--- config.mk ---
export PLATFORM = sky130hd
export DESIGN_NAME = cl_hello_top
export DESIGN_NICKNAME = d
export VERILOG_FILES = /design/src/hdl/cl_hello_pkg.sv /design/src/hdl/ocl_write_ctrl.sv /design/src/hdl/ocl_read_ctrl.sv /design/src/hdl/hello_regs.sv /design/src/hdl/vdip_led_mask.sv /design/src/hdl/cl_hello_top.sv
export SDC_FILE = /design/constraint.sdc
export NUM_CORES = 1
export LEC_CHECK = 0
export BUFFER_PORTS_ARGS = -buffer_cell sky130_fd_sc_hd__buf_2
export CAP_MARGIN = 25
export CORE_UTILIZATION = 52
export CTS_CLUSTER_SIZE = 8
export DETAILED_ROUTE_END_ITERATION = 8
export PLACE_DENSITY = 0.79
export SLEW_MARGIN = 0
export SYNTH_ARGS = -nofsm -noshare
export SYNTH_HDL_FRONTEND = slang
export SYNTH_HIERARCHICAL = 1
export SYNTH_SLANG_ARGS = --single-unit
--- constraint.sdc ---
create_clock -name clk_main_a0 -period 3.3 [get_ports clk_main_a0]
set_clock_uncertainty 0.2 [all_clocks]
set_input_delay 0.33 -clock clk_main_a0 [delete_from_list [all_inputs] [get_ports clk_main_a0]]
set_output_delay 0.33 -clock clk_main_a0 [all_outputs]
set_load 0.03 [all_outputs]
--- src/hdl/cl_hello_pkg.sv ---
// ------------------------------
// Shared widths, response codes and
// register map of the hello register block
// ------------------------------
`default_nettype none

package cl_hello_pkg;

  // ------------------------------
  // Register port
  // ------------------------------
  typedef logic [31:0] ocl_addr_t;
  typedef logic [31:0] ocl_data_t;
  typedef logic [1:0]  ocl_resp_t;

  // One bit per virtual LED or DIP switch
  typedef logic [15:0] vled_t;

  // Write side phase
  typedef enum logic {
    WR_IDLE = 1'b0,
    WR_BUSY = 1'b1
  } wr_phase_t;

  // ------------------------------
  // Fixed values
  // ------------------------------
  localparam ocl_resp_t RESP_OKAY    = 2'b00;
  localparam ocl_data_t UNIMPL_VALUE = 32'hdead_dead;

  // Default register map
  localparam ocl_addr_t HELLO_ADDR_DEFAULT = 32'h0000_0500;
  localparam ocl_addr_t VLED_ADDR_DEFAULT  = 32'h0000_0504;

endpackage

`default_nettype wire

--- src/hdl/ocl_write_ctrl.sv ---
// ------------------------------
// Register port write side, takes address then
// data and returns a single okay response
// ------------------------------
`timescale 1ns/1ps
`default_nettype none

module ocl_write_ctrl (
  input  wire logic                    clk_main_a0,
  input  wire logic                    rst_main_n_sync,
  input  wire logic                    awvalid,
  input  wire cl_hello_pkg::ocl_addr_t awaddr,
  output logic                         awready,
  input  wire logic                    wvalid,
  input  wire cl_hello_pkg::ocl_data_t wdata,
  output logic                         wready,
  output logic                         bvalid,
  output cl_hello_pkg::ocl_resp_t      bresp,
  input  wire logic                    bready,
  output logic                         wr_en,
  output cl_hello_pkg::ocl_addr_t      wr_addr,
  output cl_hello_pkg::ocl_data_t      wr_data
);

  cl_hello_pkg::wr_phase_t phase_q;
  cl_hello_pkg::ocl_addr_t addr_q;
  logic                    aw_xfer;
  logic                    b_xfer;

  assign aw_xfer = awvalid && awready;
  assign b_xfer  = bvalid && bready;

  // ------------------------------
  // Address phase
  // ------------------------------
  assign awready = (phase_q == cl_hello_pkg::WR_IDLE);

  always_ff @(posedge clk_main_a0) begin
    if (!rst_main_n_sync) begin
      phase_q <= cl_hello_pkg::WR_IDLE;
    end else if (b_xfer) begin
      phase_q <= cl_hello_pkg::WR_IDLE;
    end else if (aw_xfer) begin
      phase_q <= cl_hello_pkg::WR_BUSY;
    end
  end

  always_ff @(posedge clk_main_a0) begin
    if (aw_xfer) begin
      addr_q <= awaddr;
    end
  end

  // ------------------------------
  // Data phase
  // ------------------------------
  // Data is taken in the same cycle it shows up
  assign wready  = (phase_q == cl_hello_pkg::WR_BUSY) && wvalid;

  assign wr_en   = wready;
  assign wr_addr = addr_q;
  assign wr_data = wdata;

  // ------------------------------
  // Response
  // ------------------------------
  always_ff @(posedge clk_main_a0) begin
    if (!rst_main_n_sync) begin
      bvalid <= 1'b0;
    end else if (b_xfer) begin
      bvalid <= 1'b0;
    end else if (wready) begin
      bvalid <= 1'b1;
    end
  end

  assign bresp = cl_hello_pkg::RESP_OKAY;

  // No new address while a response is still pending
  a_bvalid_blocks_aw : assert property (
    @(posedge clk_main_a0) disable iff (!rst_main_n_sync)
    bvalid |-> !awready
  ) else $error("awready high while a write response is pending");

endmodule

`default_nettype wire

--- src/hdl/ocl_read_ctrl.sv ---
// ------------------------------
// Register port read side, decodes the address
// and returns data two cycles after acceptance
// ------------------------------
`timescale 1ns/1ps
`default_nettype none

module ocl_read_ctrl #(
  parameter cl_hello_pkg::ocl_addr_t hello_addr = cl_hello_pkg::HELLO_ADDR_DEFAULT,
  parameter cl_hello_pkg::ocl_addr_t vled_addr  = cl_hello_pkg::VLED_ADDR_DEFAULT
) (
  input  wire logic                    clk_main_a0,
  input  wire logic                    rst_main_n_sync,
  input  wire logic                    arvalid,
  input  wire cl_hello_pkg::ocl_addr_t araddr,
  output logic                         arready,
  output logic                         rvalid,
  output cl_hello_pkg::ocl_data_t      rdata,
  output cl_hello_pkg::ocl_resp_t      rresp,
  input  wire logic                    rready,
  input  wire cl_hello_pkg::ocl_data_t hello_swapped,
  input  wire cl_hello_pkg::vled_t     vled
);

  logic                    arvalid_q;
  cl_hello_pkg::ocl_addr_t araddr_q;
  cl_hello_pkg::ocl_data_t rdata_sel;

  // ------------------------------
  // Request
  // ------------------------------
  always_ff @(posedge clk_main_a0) begin
    if (!rst_main_n_sync) begin
      arvalid_q <= 1'b0;
    end else begin
      arvalid_q <= arvalid;
    end
  end

  always_ff @(posedge clk_main_a0) begin
    if (arvalid) begin
      araddr_q <= araddr;
    end
  end

  // One read in flight at a time
  assign arready = !arvalid_q && !rvalid;

  // ------------------------------
  // Decode
  // ------------------------------
  always_comb begin
    if (araddr_q == hello_addr) begin
      rdata_sel = hello_swapped;
    end else if (araddr_q == vled_addr) begin
      rdata_sel = cl_hello_pkg::ocl_data_t'(vled);
    end else begin
      rdata_sel = cl_hello_pkg::UNIMPL_VALUE;
    end
  end

  // ------------------------------
  // Response
  // ------------------------------
  always_ff @(posedge clk_main_a0) begin
    if (!rst_main_n_sync) begin
      rvalid <= 1'b0;
      rdata  <= '0;
      rresp  <= cl_hello_pkg::RESP_OKAY;
    end else if (rvalid && rready) begin
      rvalid <= 1'b0;
      rdata  <= '0;
      rresp  <= cl_hello_pkg::RESP_OKAY;
    end else if (arvalid_q) begin
      rvalid <= 1'b1;
      rdata  <= rdata_sel;
      rresp  <= cl_hello_pkg::RESP_OKAY;
    end
  end

  // Data held steady under back-pressure
  a_rdata_stable : assert property (
    @(posedge clk_main_a0) disable iff (!rst_main_n_sync)
    rvalid && !rready |=> $stable(rdata)
  ) else $error("rdata changed while waiting for rready");

endmodule

`default_nettype wire

--- src/hdl/hello_regs.sv ---
// ------------------------------
// Greeting register with byte-swapped
// read view and the LED shadow
// ------------------------------
`timescale 1ns/1ps
`default_nettype none

module hello_regs #(
  parameter cl_hello_pkg::ocl_addr_t hello_addr = cl_hello_pkg::HELLO_ADDR_DEFAULT
) (
  input  wire logic                    clk_main_a0,
  input  wire logic                    rst_main_n_sync,
  input  wire logic                    wr_en,
  input  wire cl_hello_pkg::ocl_addr_t wr_addr,
  input  wire cl_hello_pkg::ocl_data_t wr_data,
  output cl_hello_pkg::ocl_data_t      hello_swapped,
  output cl_hello_pkg::vled_t          vled
);

  cl_hello_pkg::ocl_data_t hello_q;
  logic                    hello_wr;

  // Other addresses are silently dropped
  assign hello_wr = wr_en && (wr_addr == hello_addr);

  // ------------------------------
  // Greeting register
  // ------------------------------
  always_ff @(posedge clk_main_a0) begin
    if (!rst_main_n_sync) begin
      hello_q <= '0;
    end else if (hello_wr) begin
      hello_q <= wr_data;
    end
  end

  // Byte 0 comes back in the top lane
  assign hello_swapped = {hello_q[7:0], hello_q[15:8], hello_q[23:16], hello_q[31:24]};

  // ------------------------------
  // LED shadow
  // ------------------------------
  // Follows the low half one cycle late
  always_ff @(posedge clk_main_a0) begin
    if (!rst_main_n_sync) begin
      vled <= '0;
    end else begin
      vled <= hello_q[15:0];
    end
  end

endmodule

`default_nettype wire

--- src/hdl/vdip_led_mask.sv ---
// ------------------------------
// DIP switch synchronizer and masked
// LED status output
// ------------------------------
`timescale 1ns/1ps
`default_nettype none

module vdip_led_mask #(
  parameter int sync_stages = 2
) (
  input  wire logic                clk_main_a0,
  input  wire logic                rst_main_n_sync,
  input  wire cl_hello_pkg::vled_t vled,
  input  wire cl_hello_pkg::vled_t status_vdip,
  output cl_hello_pkg::vled_t      status_vled
);

  // Oldest sample sits in the top entry
  cl_hello_pkg::vled_t [sync_stages-1:0] vdip_sync_q;

  if (sync_stages < 2) begin : g_stage_check
    $error("vdip_led_mask needs at least two synchronizer stages");
  end

  // ------------------------------
  // DIP synchronizer
  // ------------------------------
  always_ff @(posedge clk_main_a0) begin
    if (!rst_main_n_sync) begin
      vdip_sync_q <= '0;
    end else begin
      vdip_sync_q <= {vdip_sync_q[sync_stages-2:0], status_vdip};
    end
  end

  // ------------------------------
  // LED output
  // ------------------------------
  // A switch that is off hides its LED
  always_ff @(posedge clk_main_a0) begin
    if (!rst_main_n_sync) begin
      status_vled <= '0;
    end else begin
      status_vled <= vled & vdip_sync_q[sync_stages-1];
    end
  end

endmodule

`default_nettype wire

--- src/hdl/cl_hello_top.sv ---
// ------------------------------
// Hello register block, register port with
// greeting and virtual LED registers
// ------------------------------
`timescale 1ns/1ps
`default_nettype none

module cl_hello_top #(
  parameter cl_hello_pkg::ocl_addr_t hello_addr  = cl_hello_pkg::HELLO_ADDR_DEFAULT,
  parameter cl_hello_pkg::ocl_addr_t vled_addr   = cl_hello_pkg::VLED_ADDR_DEFAULT,
  parameter int                      sync_stages = 2
) (
  input  wire logic                    clk_main_a0,
  input  wire logic                    rst_main_n_sync,
  // Write address and data
  input  wire logic                    awvalid,
  input  wire cl_hello_pkg::ocl_addr_t awaddr,
  output logic                         awready,
  input  wire logic                    wvalid,
  input  wire cl_hello_pkg::ocl_data_t wdata,
  output logic                         wready,
  // Write response
  output logic                         bvalid,
  output cl_hello_pkg::ocl_resp_t      bresp,
  input  wire logic                    bready,
  // Read address and data
  input  wire logic                    arvalid,
  input  wire cl_hello_pkg::ocl_addr_t araddr,
  output logic                         arready,
  output logic                         rvalid,
  output cl_hello_pkg::ocl_data_t      rdata,
  output cl_hello_pkg::ocl_resp_t      rresp,
  input  wire logic                    rready,
  // Virtual switches and LEDs
  input  wire cl_hello_pkg::vled_t     status_vdip,
  output cl_hello_pkg::vled_t          status_vled
);

  logic                    wr_en;
  cl_hello_pkg::ocl_addr_t wr_addr;
  cl_hello_pkg::ocl_data_t wr_data;
  cl_hello_pkg::ocl_data_t hello_swapped;
  cl_hello_pkg::vled_t     vled;

  // ------------------------------
  // Register port
  // ------------------------------
  ocl_write_ctrl u_write_ctrl (
    .clk_main_a0     (clk_main_a0),
    .rst_main_n_sync (rst_main_n_sync),
    .awvalid         (awvalid),
    .awaddr          (awaddr),
    .awready         (awready),
    .wvalid          (wvalid),
    .wdata           (wdata),
    .wready          (wready),
    .bvalid          (bvalid),
    .bresp           (bresp),
    .bready          (bready),
    .wr_en           (wr_en),
    .wr_addr         (wr_addr),
    .wr_data         (wr_data)
  );

  ocl_read_ctrl #(
    .hello_addr (hello_addr),
    .vled_addr  (vled_addr)
  ) u_read_ctrl (
    .clk_main_a0     (clk_main_a0),
    .rst_main_n_sync (rst_main_n_sync),
    .arvalid         (arvalid),
    .araddr          (araddr),
    .arready         (arready),
    .rvalid          (rvalid),
    .rdata           (rdata),
    .rresp           (rresp),
    .rready          (rready),
    .hello_swapped   (hello_swapped),
    .vled            (vled)
  );

  // ------------------------------
  // Registers and LEDs
  // ------------------------------
  hello_regs #(
    .hello_addr (hello_addr)
  ) u_hello_regs (
    .clk_main_a0     (clk_main_a0),
    .rst_main_n_sync (rst_main_n_sync),
    .wr_en           (wr_en),
    .wr_addr         (wr_addr),
    .wr_data         (wr_data),
    .hello_swapped   (hello_swapped),
    .vled            (vled)
  );

  vdip_led_mask #(
    .sync_stages (sync_stages)
  ) u_led_mask (
    .clk_main_a0     (clk_main_a0),
    .rst_main_n_sync (rst_main_n_sync),
    .vled            (vled),
    .status_vdip     (status_vdip),
    .status_vled     (status_vled)
  );

endmodule

`default_nettype wire

==> flow_summary.toml <==
[status]
outcome = "finished clean"

[floorplan]
rows = 41
ioPinCount = 176
core-area_sq_um = 12770
die_w_um = 116.9
initial_core_util = 0.5377
dieArea_sq_um = 13670
die_y_um = 116.9

[placement]
place_inst = 841
finalWeightedCongestion = 0.8140
dpl_cell_area_sq_um = 7528
port_buffers = 171
dp_hpwl_um = 9372

[setup_path]
timing.rr.start = "u_write_ctrl/wr_addr[5]"
critPathLaunchType = "flip-flop"
r2r_slack_ns = 0.93
worstPathRequired_ns = 3.44
criticalPathCategory = "flip-flop to flip-flop"
timing.rr.end = "u_hello_regs/hello_q[1]"
cp_data_arrival_time_ns = 2.51
worstRegToRegCells = 5
worstSetupEndpointType = "flip-flop"
path_max_fanout = 32

[run]
cap_violations = 0

[cts]
cts_resized = 0
cts.sink_count = 196
cts_hold_buf = 115
clkTransAtPathRegs_ns = 0.07
post_cts_buffers = 0
cts_root_buffer = "clkbuf_16"
cts_buffers = 17
clkLatencyLatePin_ns = 0.43
cts.path.max_buffers = 2
cts_tree = "built"
htree_levels = 4

[finish]
syn_to_final_growth_pct = 34.65
nets = 922
fillers = 817
drive_gt1_frac = 0.2598
fin_area_sq_um = 9248
finalNonFillerCells = 989

[yosys]
synth_top_area_share = 0.3848
avgSynthCellArea_sq_um = 12.33
yosysTopAreaCell = "dfxtp_1"
synthTopCellsByArea = "dfxtp_1, edfxtp_1, mux2i_1, buf_4, nand2_1"
yosysSeqAreaShare = 0.6646
synth_most_common_cell = "dfxtp_1"
syn_inst = 557
ys_types = 32
yosys_warnings = 6
postSynth.asyncResetShare = 0
synthesis.area_sq_um = 6868
synth-main-ff-cell = "dfxtp_1"
synth_commonest_cells = "dfxtp_1, nand2_1, edfxtp_1"
synth-edff-count = 64
synth_seq_cells = 196

[timing]
hold_viol_final = 0
timing.final.crit_share = 0.7172
setup-violations-final = 0
max_freq_ghz = 0.4225
rsz0062_at_grt = "false"
slew_viol_final = 0
relSlewSlack = 0.3188
worstMarginPinSlew_ns = 1.022
finalCriticalPeriod_ns = 2.367
setup_tns_ns = 0

[global_routing]
first_global_vias = 5129
track_usage = 0.2493
antenna_found_initial = 1
grt_max_degree = 88
grt_pass1_wl_um = 24920
grt_overflow = 0

[route]
drt-vias-per-instance = 4.972
drt_first_pass_iters = 5
wl_per_cell_um = 16.68
ant_nets = 0
vias = 4917
drt_iter0_drc = 247
drc = 0
totalWireLength_um = 16490

[power]
p_leak_nw = 4.011
total_power_mw = 5.006
ir_worst_vdd_mv = 0.3953
power_density_nw_per_um2 = 541.3

[hold_path]
hold_path_startpoint = "bready"
hold_depth = 3
hp-class = "input pin to flip-flop"
min_to = "u_write_ctrl/phase_q"
-- placed cells by master (no fill, tap or decap), drive strengths merged, types with 11 or more instances in the layout --
cell and n:
a31oi 22, and2 35, and3 20, buf 177
clkbuf 19, dfxtp 132, dlygate4sd3 115, edfxtp 64
inv 20, mux2i 48, nand2 69, nand2b 11
o21ai 22
-- layout make-up --
class / instances / area, sq um / share of cell area
timing repair buffer: 292 / 2054 / 0.2222
clock inverter: 13 / 132.6 / 0.01434
antenna: 1 / 2.502 / 0.0002706
tap: 172 / 215.2 / 0.02327
sequential: 196 / 4564 / 0.4936
multi-input combinational: 278 / 1778 / 0.1923
clock buffer: 19 / 432.9 / 0.04681
inverter: 18 / 67.56 / 0.007306
-- worst max path at each step --
| stage | from | endpoint | depth (start not counted) | slack [ns] |
|---|---|---|---|---|
| 2_1_floorplan | u_write_ctrl/phase_q | u_write_ctrl/wr_addr[0] | 1 | 0.89 |
| 3_3_place_gp | u_write_ctrl/wr_addr[13] | u_hello_regs/hello_q[10] | 5 | 1.13 |
| 3_5_place_dp | u_write_ctrl/wr_addr[13] | u_hello_regs/hello_q[8] | 5 | 1.06 |
| 4_1_cts | wvalid | u_hello_regs/hello_q[8] | 8 | 0.99 |
| 5_1_grt | u_write_ctrl/wr_addr[5] | u_hello_regs/hello_q[2] | 5 | 0.79 |
| 6_report | u_write_ctrl/wr_addr[5] | u_hello_regs/hello_q[1] | 5 | 0.93 |
-- stage by stage --
step	utilization	hold WS, ns	setup slack (ns)
floorplan	-	0.2119	0.8940
detailed placement	0.5894	0.2169	1.058
global placement	0.5894	0.2124	1.132
finish	0.7240	0.06035	0.9332
CTS	0.7238	0.006791	0.9937
global route	0.7240	0.06355	0.7906
-- flip-flops by register name (all words and copies together) (netlist names) --
signal                  cells
u_hello_regs/hello_q       32
u_led_mask/status_vled     16
u_write_ctrl/bvalid         1
u_write_ctrl/wr_addr       32
u_led_mask/vdip_sync_q     32
u_read_ctrl/arvalid_q       1
u_read_ctrl/araddr_q       32
u_write_ctrl/phase_q        1
u_hello_regs/vled          16
u_read_ctrl/rvalid          1
u_read_ctrl/rdata          32
-- metal layers --
metal  global-route usage  wire length, um
met4               0.1198              400
met1               0.2716             6522
met2               0.4469             8576
met5                    0                0
met3              0.07106              993
-- worst max-delay path, stage by stage, from the launching register on --
cell,delay [ns]
edfxtp_1,0.40
nor4_1,0.49
nand4_1,0.22
nor3_4,0.21
buf_4,0.49
mux2i_1,0.27
-- cells by family after synthesis --
family / Yosys count / share of synthesized area
other: 2 / 0.001094
DFF: 196 / 0.6646
and+or+nand+nor: 171 / 0.1350
buffers and inverters: 85 / 0.07797
AOI/OAI and AO/OA: 55 / 0.05138
muxes: 48 / 0.06996
-- report_power, final --
group	switching, mW	internal, mW	leakage, nW	total, mW
clock network	0.864	1.11	0.261	1.98
logic	0.194	0.198	2.06	0.392
registers	0.0441	2.59	1.69	2.64
total	1.10	3.90	4.01	5.01
No activity file was read; power rests on OpenSTA's default activity.
